**config.mk**
```make
export PLATFORM = sky130hd
export DESIGN_NAME = ExecCore
export DESIGN_NICKNAME = d
export VERILOG_FILES = /design/src/common/Types.sv /design/src/InstDecoder/InstDecoder.sv /design/src/StageEX/StageEX.sv /design/src/hdl/ALU.sv /design/src/hdl/ExecCore.sv /design/src/hdl/RegisterFile.sv
export SDC_FILE = /design/constraint.sdc
export NUM_CORES = 2
export LEC_CHECK = 0
export BUFFER_PORTS_ARGS = -buffer_cell sky130_fd_sc_hd__buf_2
export CORE_ASPECT_RATIO = 0.9
export CORE_MARGIN = 10
export CORE_UTILIZATION = 40
export CTS_BUF_LIST = sky130_fd_sc_hd__clkbuf_8 sky130_fd_sc_hd__clkbuf_16
export CTS_CLUSTER_DIAMETER = 40
export DETAILED_ROUTE_END_ITERATION = 8
export PLACE_DENSITY = 0.66
export SETUP_SLACK_MARGIN = 0.05
export SYNTH_ARGS = -nofsm -noshare
export SYNTH_HDL_FRONTEND = slang
export SYNTH_SLANG_ARGS = --single-unit
```
**constraint.sdc**
```tcl
create_clock -name i_Clock -period 7.45 [get_ports i_Clock]
set_input_delay 0.3725 -clock i_Clock [delete_from_list [all_inputs] [get_ports i_Clock]]
set_output_delay 0.3725 -clock i_Clock [all_outputs]
set_load 0.02 [all_outputs]
```
**src/common/Types.sv**
```systemverilog
`default_nettype none

package Types;

    // ------------------------------------------------
    // Widths fixed for the pipeline structs
    // ------------------------------------------------

    localparam int DataWidth = 32;          // Integer datapath
    localparam int PcWidth   = 32;          // Instruction address
    localparam int RegWidth  = 5;           // x0..x31

    // RV32I major opcodes handled here
    localparam logic [6:0] OpcodeReg   = 7'b0110011;    // R-type ALU
    localparam logic [6:0] OpcodeImm   = 7'b0010011;    // I-type ALU
    localparam logic [6:0] OpcodeLui   = 7'b0110111;
    localparam logic [6:0] OpcodeAuipc = 7'b0010111;
    localparam logic [6:0] OpcodeJal   = 7'b1101111;

    // ALU operations, ordered after funct3
    typedef enum logic [3:0] {
        AluAdd,
        AluSub,
        AluSll,
        AluSlt,                             // Signed compare
        AluSltu,                            // Unsigned compare
        AluXor,
        AluSrl,
        AluSra,
        AluOr,
        AluAnd
    } AluOp;

    // Operand A source
    typedef enum logic [1:0] {
        ASelReg  = 2'd0,
        ASelPc   = 2'd1,
        ASelZero = 2'd2                     // LUI path
    } OperandASel;

    // Operand B source
    typedef enum logic [1:0] {
        BSelReg  = 2'd0,
        BSelImm  = 2'd1,
        BSelFour = 2'd2                     // JAL link
    } OperandBSel;

    // ------------------------------------------------
    // Instruction word, register or immediate view
    // ------------------------------------------------

    typedef struct packed {
        logic [6:0] funct7;
        logic [4:0] rs2;
        logic [4:0] rs1;
        logic [2:0] funct3;
        logic [4:0] rd;
        logic [6:0] opcode;
    } InstR;

    typedef struct packed {
        logic [11:0] imm12;                 // Same bits as funct7 + rs2
        logic [4:0]  rs1;
        logic [2:0]  funct3;
        logic [4:0]  rd;
        logic [6:0]  opcode;
    } InstI;

    typedef union packed {
        InstR rType;
        InstI iType;
    } InstWord;

    // Decode to execute register contents
    typedef struct packed {
        logic                 valid;
        logic [PcWidth-1:0]   pc;
        logic [DataWidth-1:0] dataA;        // rs1 after forwarding
        logic [DataWidth-1:0] dataB;        // rs2 after forwarding
        logic [DataWidth-1:0] imm;          // I, U or J immediate
        AluOp                 aluOp;
        OperandASel           aSel;
        OperandBSel           bSel;
        logic [RegWidth-1:0]  rd;
        logic                 we;
    } DecodedEx;

    // Execute result, also the write port and the bypass
    typedef struct packed {
        logic                 valid;
        logic [RegWidth-1:0]  rd;
        logic                 we;
        logic [DataWidth-1:0] result;
    } ExResult;

endpackage

`default_nettype wire

```
**src/InstDecoder/InstDecoder.sv**
```systemverilog
`timescale 1ns/1ps
`default_nettype none

module InstDecoder #(
    parameter DATA_WIDTH = 32,
    parameter PC_WIDTH   = 32,
    parameter REG_WIDTH  = 5)
(
    input  logic                  i_Clock,
    input  logic                  i_rstN,
    input  logic                  i_InstValid,      // One instruction per strobe
    input  Types::InstWord        i_Inst,
    input  logic [PC_WIDTH-1:0]   i_PC,
    input  logic [DATA_WIDTH-1:0] i_RdDataA,        // Register file port A
    input  logic [DATA_WIDTH-1:0] i_RdDataB,        // Register file port B
    input  Types::ExResult        i_Bypass,         // Live execute result

    output logic [REG_WIDTH-1:0]  o_RdAddrA,
    output logic [REG_WIDTH-1:0]  o_RdAddrB,
    output Types::DecodedEx       o_Decoded);

    logic [31:0]           instBits;                // Raw word for U and J fields
    Types::AluOp           aluOp;
    Types::OperandASel     aSel;
    Types::OperandBSel     bSel;
    logic [DATA_WIDTH-1:0] imm;
    logic                  we;
    logic                  hitA;
    logic                  hitB;
    Types::DecodedEx       decNext;

    // funct3 to operation, alt is instruction bit 30
    function automatic Types::AluOp DecodeFunct(input logic [2:0] funct3,
                                                input logic       alt,
                                                input logic       isReg);
        Types::AluOp op;
        case (funct3)
            3'b000:  op = (alt && isReg) ? Types::AluSub : Types::AluAdd;
            3'b001:  op = Types::AluSll;
            3'b010:  op = Types::AluSlt;
            3'b011:  op = Types::AluSltu;
            3'b100:  op = Types::AluXor;
            3'b101:  op = alt ? Types::AluSra : Types::AluSrl;
            3'b110:  op = Types::AluOr;
            default: op = Types::AluAnd;
        endcase
        return op;
    endfunction

    assign instBits  = i_Inst;
    assign o_RdAddrA = i_Inst.rType.rs1;
    assign o_RdAddrB = i_Inst.rType.rs2;            // Immediate bits on I-type, unused

    // ------------------------------------------------
    // Opcode decode and immediate build
    // ------------------------------------------------

    always_comb begin
        aluOp = Types::AluAdd;
        aSel  = Types::ASelReg;
        bSel  = Types::BSelReg;
        imm   = '0;
        we    = 1'b0;                               // Unknown opcode, no write
        case (i_Inst.rType.opcode)
            Types::OpcodeReg: begin
                aluOp = DecodeFunct(i_Inst.rType.funct3, i_Inst.rType.funct7[5], 1'b1);
                we    = 1'b1;
            end
            Types::OpcodeImm: begin
                // imm12[10] selects SRAI over SRLI
                aluOp = DecodeFunct(i_Inst.iType.funct3, i_Inst.iType.imm12[10], 1'b0);
                bSel  = Types::BSelImm;
                imm   = {{(DATA_WIDTH-12){i_Inst.iType.imm12[11]}}, i_Inst.iType.imm12};
                we    = 1'b1;
            end
            Types::OpcodeLui: begin
                aSel = Types::ASelZero;             // 0 + upper immediate
                bSel = Types::BSelImm;
                imm  = DATA_WIDTH'({instBits[31:12], 12'b0});
                we   = 1'b1;
            end
            Types::OpcodeAuipc: begin
                aSel = Types::ASelPc;
                bSel = Types::BSelImm;
                imm  = DATA_WIDTH'({instBits[31:12], 12'b0});
                we   = 1'b1;
            end
            Types::OpcodeJal: begin
                aSel = Types::ASelPc;               // Link value PC + 4
                bSel = Types::BSelFour;
                imm  = {{(DATA_WIDTH-20){instBits[31]}}, instBits[19:12], instBits[20],
                        instBits[30:21], 1'b0};
                we   = 1'b1;
            end
            default: ;
        endcase
    end

    // Forward from execute when it writes a nonzero source
    assign hitA = i_Bypass.valid && i_Bypass.we && (i_Bypass.rd != '0) &&
                  (i_Bypass.rd == i_Inst.rType.rs1);
    assign hitB = i_Bypass.valid && i_Bypass.we && (i_Bypass.rd != '0) &&
                  (i_Bypass.rd == i_Inst.rType.rs2);

    always_comb begin
        decNext.valid = 1'b1;
        decNext.pc    = i_PC;
        decNext.dataA = hitA ? i_Bypass.result : i_RdDataA;
        decNext.dataB = hitB ? i_Bypass.result : i_RdDataB;
        decNext.imm   = imm;
        decNext.aluOp = aluOp;
        decNext.aSel  = aSel;
        decNext.bSel  = bSel;
        decNext.rd    = i_Inst.rType.rd;
        decNext.we    = we;
    end

    // Decode to execute register, payload held while idle
    always_ff @(posedge i_Clock or negedge i_rstN) begin
        if (!i_rstN)
            o_Decoded <= '0;
        else if (i_InstValid)
            o_Decoded <= decNext;
        else
            o_Decoded.valid <= 1'b0;
    end

endmodule

`default_nettype wire

```
**src/StageEX/StageEX.sv**
```systemverilog
`timescale 1ns/1ps
`default_nettype none

module StageEX #(
    parameter DATA_WIDTH = 32,
    parameter PC_WIDTH   = 32)
(
    input  logic [DATA_WIDTH-1:0] i_InstIMM,            // Decoded immediate
    input  logic [DATA_WIDTH-1:0] i_DataA,              // rs1 data, forwarded
    input  logic [DATA_WIDTH-1:0] i_DataB,              // rs2 data, forwarded
    input  logic [PC_WIDTH-1:0]   i_PC,                 // Instruction address
    input  logic [1:0]            i_OperandASel,
    input  logic [1:0]            i_OperandBSel,
    input  Types::AluOp           i_AluControl,

    output logic [DATA_WIDTH-1:0] o_Result);

    logic [DATA_WIDTH-1:0] operandA;
    logic [DATA_WIDTH-1:0] operandB;

    // ------------------------------------------------
    // Operand A, register, PC or zero
    // ------------------------------------------------

    always_comb begin
        case (i_OperandASel)
            Types::ASelReg:  operandA = i_DataA;
            Types::ASelPc:   operandA = DATA_WIDTH'(i_PC);     // Zero extended
            Types::ASelZero: operandA = '0;
            default:         operandA = '0;                    // Unused code
        endcase
    end

    // ------------------------------------------------
    // Operand B, register, immediate or four
    // ------------------------------------------------

    always_comb begin
        case (i_OperandBSel)
            Types::BSelReg:  operandB = i_DataB;
            Types::BSelImm:  operandB = i_InstIMM;
            Types::BSelFour: operandB = DATA_WIDTH'(4);         // Link offset
            default:         operandB = '0;
        endcase
    end

    // Calculation
    ALU #(
        .WIDTH (DATA_WIDTH))
    Alu (
        .i_Op       (i_AluControl),
        .i_OperandA (operandA),
        .i_OperandB (operandB),
        .o_Result   (o_Result));

endmodule

`default_nettype wire

```
**src/hdl/ALU.sv**
```systemverilog
`timescale 1ns/1ps
`default_nettype none

module ALU #(
    parameter WIDTH = 32)
(
    input  Types::AluOp      i_Op,
    input  logic [WIDTH-1:0] i_OperandA,
    input  logic [WIDTH-1:0] i_OperandB,

    output logic [WIDTH-1:0] o_Result);

    logic [4:0] shamt;                              // RV32I shift amount
    logic       lessSigned;
    logic       lessUnsigned;

    assign shamt        = i_OperandB[4:0];          // Upper bits ignored
    assign lessSigned   = $signed(i_OperandA) < $signed(i_OperandB);
    assign lessUnsigned = i_OperandA < i_OperandB;

    // ------------------------------------------------
    // Operation select
    // ------------------------------------------------

    always_comb begin
        case (i_Op)
            Types::AluAdd:  o_Result = i_OperandA + i_OperandB;
            Types::AluSub:  o_Result = i_OperandA - i_OperandB;
            Types::AluSll:  o_Result = i_OperandA << shamt;
            Types::AluSlt:  o_Result = {{(WIDTH-1){1'b0}}, lessSigned};      // 0 or 1
            Types::AluSltu: o_Result = {{(WIDTH-1){1'b0}}, lessUnsigned};
            Types::AluXor:  o_Result = i_OperandA ^ i_OperandB;
            Types::AluSrl:  o_Result = i_OperandA >> shamt;                  // Zero fill
            Types::AluSra:  o_Result = $unsigned($signed(i_OperandA) >>> shamt);
            Types::AluOr:   o_Result = i_OperandA | i_OperandB;
            Types::AluAnd:  o_Result = i_OperandA & i_OperandB;
            default:        o_Result = '0;                                   // Unused codes
        endcase
    end

endmodule

`default_nettype wire

```
**src/hdl/ExecCore.sv**
```systemverilog
`timescale 1ns/1ps
`default_nettype none

module ExecCore #(
    parameter DATA_WIDTH = 32,
    parameter PC_WIDTH   = 32,
    parameter REG_WIDTH  = 5)
(
    input  logic                  i_Clock,
    input  logic                  i_rstN,
    input  logic                  i_InstValid,      // One-cycle strobe
    input  Types::InstWord        i_Inst,
    input  logic [PC_WIDTH-1:0]   i_PC,

    output logic                  o_ResultValid,    // Two edges after strobe
    output logic [REG_WIDTH-1:0]  o_ResultReg,
    output logic [DATA_WIDTH-1:0] o_Result);

    // Struct fields are sized by the package constants
    if (DATA_WIDTH != Types::DataWidth || PC_WIDTH != Types::PcWidth ||
        REG_WIDTH != Types::RegWidth) begin : g_WidthCheck
        $error("ExecCore parameters differ from the Types package widths");
    end

    logic [REG_WIDTH-1:0]  rdAddrA;
    logic [REG_WIDTH-1:0]  rdAddrB;
    logic [DATA_WIDTH-1:0] rdDataA;
    logic [DATA_WIDTH-1:0] rdDataB;
    Types::DecodedEx       decoded;                 // Decode to execute register
    logic [DATA_WIDTH-1:0] exOut;                   // ALU result, combinational
    Types::ExResult        exLive;                  // Bypass and write port
    Types::ExResult        resultQ;                 // Output register

    // ------------------------------------------------
    // Decode, register read, forwarding
    // ------------------------------------------------

    InstDecoder #(
        .DATA_WIDTH (DATA_WIDTH),
        .PC_WIDTH   (PC_WIDTH),
        .REG_WIDTH  (REG_WIDTH))
    Decoder (
        .i_Clock     (i_Clock),
        .i_rstN      (i_rstN),
        .i_InstValid (i_InstValid),
        .i_Inst      (i_Inst),
        .i_PC        (i_PC),
        .i_RdDataA   (rdDataA),
        .i_RdDataB   (rdDataB),
        .i_Bypass    (exLive),
        .o_RdAddrA   (rdAddrA),
        .o_RdAddrB   (rdAddrB),
        .o_Decoded   (decoded));

    // ------------------------------------------------
    // Execute
    // ------------------------------------------------

    StageEX #(
        .DATA_WIDTH (DATA_WIDTH),
        .PC_WIDTH   (PC_WIDTH))
    Execute (
        .i_InstIMM     (decoded.imm),
        .i_DataA       (decoded.dataA),
        .i_DataB       (decoded.dataB),
        .i_PC          (decoded.pc),
        .i_OperandASel (decoded.aSel),
        .i_OperandBSel (decoded.bSel),
        .i_AluControl  (decoded.aluOp),
        .o_Result      (exOut));

    // Live result, aligned with the decoded register
    always_comb begin
        exLive.valid  = decoded.valid;
        exLive.rd     = decoded.rd;
        exLive.we     = decoded.we;
        exLive.result = exOut;
    end

    // Result register, edge N+1
    always_ff @(posedge i_Clock or negedge i_rstN) begin
        if (!i_rstN)
            resultQ <= '0;
        else
            resultQ <= exLive;
    end

    // Written on the same edge as the result register
    RegisterFile #(
        .DATA_WIDTH (DATA_WIDTH),
        .REG_WIDTH  (REG_WIDTH))
    RegFile (
        .i_Clock   (i_Clock),
        .i_rstN    (i_rstN),
        .i_Write   (exLive),
        .i_RdAddrA (rdAddrA),
        .i_RdAddrB (rdAddrB),
        .o_RdDataA (rdDataA),
        .o_RdDataB (rdDataB));

    assign o_ResultValid = resultQ.valid;
    assign o_ResultReg   = resultQ.rd;              // x0 writes still shown
    assign o_Result      = resultQ.result;

endmodule

`default_nettype wire

```
**src/hdl/RegisterFile.sv**
```systemverilog
`timescale 1ns/1ps
`default_nettype none

module RegisterFile #(
    parameter DATA_WIDTH = 32,
    parameter REG_WIDTH  = 5)
(
    input  logic                  i_Clock,
    input  logic                  i_rstN,
    input  Types::ExResult        i_Write,          // Execute result, same edge
    input  logic [REG_WIDTH-1:0]  i_RdAddrA,
    input  logic [REG_WIDTH-1:0]  i_RdAddrB,

    output logic [DATA_WIDTH-1:0] o_RdDataA,
    output logic [DATA_WIDTH-1:0] o_RdDataB);

    localparam int NumRegs = 2**REG_WIDTH;

    logic [DATA_WIDTH-1:0] regs [NumRegs];
    logic                  doWrite;

    // x0 never written, stays zero from reset
    assign doWrite = i_Write.valid && i_Write.we && (i_Write.rd != '0);

    // ------------------------------------------------
    // Write port
    // ------------------------------------------------

    always_ff @(posedge i_Clock or negedge i_rstN) begin
        if (!i_rstN) begin
            for (int n = 0; n < NumRegs; n++)
                regs[n] <= '0;                      // Whole file cleared
        end
        else if (doWrite) begin
            regs[i_Write.rd] <= i_Write.result;
        end
    end

    // Asynchronous reads
    assign o_RdDataA = regs[i_RdAddrA];
    assign o_RdDataB = regs[i_RdAddrB];

endmodule

`default_nettype wire

```
==> out/results.ini <==
[yosys]
netlist_top_cells_area=dfrtp_1 44%, mux4_2 22%, a21oi_1 5.4%
synth_top_family_by_area=multiplexers
synth_ff_type=dfrtp_1
synth_edf_count=0
synthSimpleGateAreaFrac_pct=9.38
syn_inst=6300
ys_ff_latch=1205
synth_top_area_share_pct=43.8
synthArstFlopShare_pct=100
syn-num-nets=6466
ys_types=105
synth-compound-area-share_pct=14.5
muxShareOfSynthArea_pct=25.4
syn_area_per_cell_um2=10.9
synth-xor-area-share_pct=0.343
synthAdderAreaFrac_pct=1.82
synthesis.area_mm2=0.0688
yosys_warnings=0
ys_seq_area_share_pct=43.8
yosysTopAreaCell=dfrtp_1

[sta]
slew_violations=0
fmax_ghz=0.170
relSlewSlack_pct=16.7
hold_viol_final=0
setup_tns_ns=0
worstMarginPinSlew_ns=1.25
setup_viol=0
rsz0062_at_grt=no
worst_hold_slack_ns=0.0492
period_share_pct=78.8
clock_skew_ns=0.0631
fin_crit_ns=5.87

[drt]
drc=0
totalWireLength_mm=237
ant_nets=0
top_layer=met5
met1_length_mm=94.7
dr.pass1.iters=6
met3WireLength_mm=25.4
num_vias=53400
wl_met2_mm=104
routed_via_density=6.30
drt-initial-drc-count=6259
wl_per_cell_um=28.0

[global_routing]
grt_max_degree=176
grt-ovfl-total=0
grt_pass1_wl_mm=355
grt_usage_pct=24.7
antenna_found_initial=9
grt_pass1_vias=53300

[run_status]
outcome=complete, no violations

[clock_network]
cts_tree=done
cts_sinks=1205
cts_max_level=4
post_cts_buffers=0
ctsHoldBuffers=49
path_clk_slew_ns=0.05
worstSkewPairLatency_ns=0.83
clk_path_buf_depth=3
post_cts_resized=0
cts-root-buf=clkbuf_16
numCtsBuffers=148

[setup_path]
crit_type=flop to flop
cp.arrival_ns=6.48
start_kind=flop
cp_data_required_time_ns=8.06
setup.worst_path.end_class=flop
worstPathMaxFanout=34

[place]
hpwl_mm=149
gp_congestion=1.04
port_buffers=104
dp.cells=8152

[power]
pwr_density_cell_mw_per_mm2=335
ir_drop_uv=257
leakage_nw=32.6

[final_layout]
nets=6254
syn_to_final_growth_pct=11.3
stdcell_count=8476
layout-drive-gt1-share_pct=21.4

[die]
ioPinCount=105
rows=144
die_area_mm2=0.189
core-area_mm2=0.171
die_w_um=457
initial_utilization_pct=40.2
die_h_um=414

[min_path]
worstHoldPathType=input pin to flop

[run]
cap_viol_max_count=0

[worst paths after layout]
path | startpoint | to | slack, ns | cells after the start
worst min register to register | RegFile.regs[1022]$_DFFE_PN0P_ | RegFile.regs[1022]$_DFFE_PN0P_ | 0.39 | 0
max in group asynchronous | i_rstN | RegFile.regs[353]$_DFFE_PN0P_ | 5.24 | 4
worst max-delay path | Decoder.o_Decoded[6]$_DFFE_PN0P_ | RegFile.regs[915]$_DFFE_PN0P_ | 1.58 | 12
worst min-delay path | i_Inst[2] | Decoder.o_Decoded[14]$_DFFE_PN0P_ | 0.05 | 4
min in group asynchronous | i_rstN | o_Result[30]$_DFF_PN0_ | 0.14 | 2
worst max register to register | Decoder.o_Decoded[6]$_DFFE_PN0P_ | RegFile.regs[915]$_DFFE_PN0P_ | 1.58 | 12
[state kept, by name, indices dropped and copies added, names as in the netlist]
signal and count:
o_ResultReg 5, Decoder.o_Decoded 143, o_Result 32, o_ResultValid 1, RegFile.regs 1024
[layout make-up]
type,instances,area (um2)
clock inverters,106,1170
fillers,15600,94600
multi-input cells,4315,35800
clock buffers,168,3990
well taps,2263,2830
inverters,141,533
diodes,1,2.50
repair buffers,277,2140
flip-flops and latches,1205,30200
[where the power goes]
part / switching [W] / total, W / internal [W]
Clock: 0.00320 / 0.00750 / 0.00430
Sequential: 0.00117 / 0.00921 / 0.00804
Combinational: 0.00548 / 0.00894 / 0.00346
Total: 0.00984 / 0.0256 / 0.0158
[metal layers]
metal / global-route usage, % / up-vias
met5: 0 / -
met4: 12.1 / 4
met3: 6.27 / 682
met2: 37.1 / 2985
met1: 33.5 / 27000
li1: - / 22800
[synth_stat cells (45+ instances only)]
cell      instances
a211oi_1         64
a21oi_1         741
buf_1            64
buf_2            89
clkbuf_1        438
dfrtp_1        1205
ha_1             97
inv_1           134
mux2_2           64
mux2i_1         188
mux4_2          658
nand2_1         584
nor2_1          750
nor3_1           45
o21ai_0         483
o21ai_1          70
o221ai_1         46
[worst max-delay path, cell delays in order, from the launching register on]
cell and delay [ns]:
dfrtp_2 0.70, buf_4 0.45, mux2i_1 0.14, or2_2 0.34, ha_1 0.39, or4_1 0.59
o31ai_2 0.63, o211ai_1 0.19, a2111oi_0 0.56, o21ai_0 0.21, xnor2_1 0.41, o221a_2 0.77
o21ai_0 0.25
[through the flow]
step / area [um2] / setup WS (ns) / power [W] / util (%)
6_report: 76600 / 1.58 / 0.0256 / 44.8
5_1_grt: 76600 / 1.45 / 0.0268 / 44.8
3_5_place_dp: 70900 / 1.73 / 0.0179 / 41.4
3_3_place_gp: 70900 / 1.80 / 0.0177 / 41.4
4_1_cts: 76600 / 1.70 / 0.0255 / 44.8
2_1_floorplan: 68800 / 2.85 / 0.0151 / -
[layout by cell type, fill, tap and decap left out, types with 15 or more instances in the layout]
cell type,n
buf_4,118
nor2b_1,16
clkinv_2,15
nor2_4,17
a21oi_1,741
inv_1,155
or2_2,36
nand2b_1,15
a31oi_1,25
mux4_2,658
a211oi_1,64
nor4_1,22
o2bb2ai_1,16
clkbuf_8,19
inv_6,18
o22ai_1,36
o21a_1,19
nand3_1,23
mux2_2,64
xnor2_1,17
o221ai_1,46
a21o_1,18
dlygate4sd3_1,49
o21ai_0,483
buf_2,93
clkbuf_16,149
nor2_1,733
ha_1,97
o21ai_1,70
mux2i_1,188
dfrtp_1,1200
nand2_1,575
o211ai_1,30
o31ai_1,19
nor3_1,44
[kinds of logic (layout without fill, tap and decap cells)]
kind of cell,after synthesis,count (layout)
AO/OA/AOI/OAI,1712,1712
XOR/XNOR,27,27
adder cells (fa/ha/maj),99,99
buffers and inverters,780,692
flip-flops,1205,1205
multiplexers,912,912
other,0,1
AND/OR/NAND/NOR,1565,1565
No activity file was read; power rests on OpenSTA's default activity.
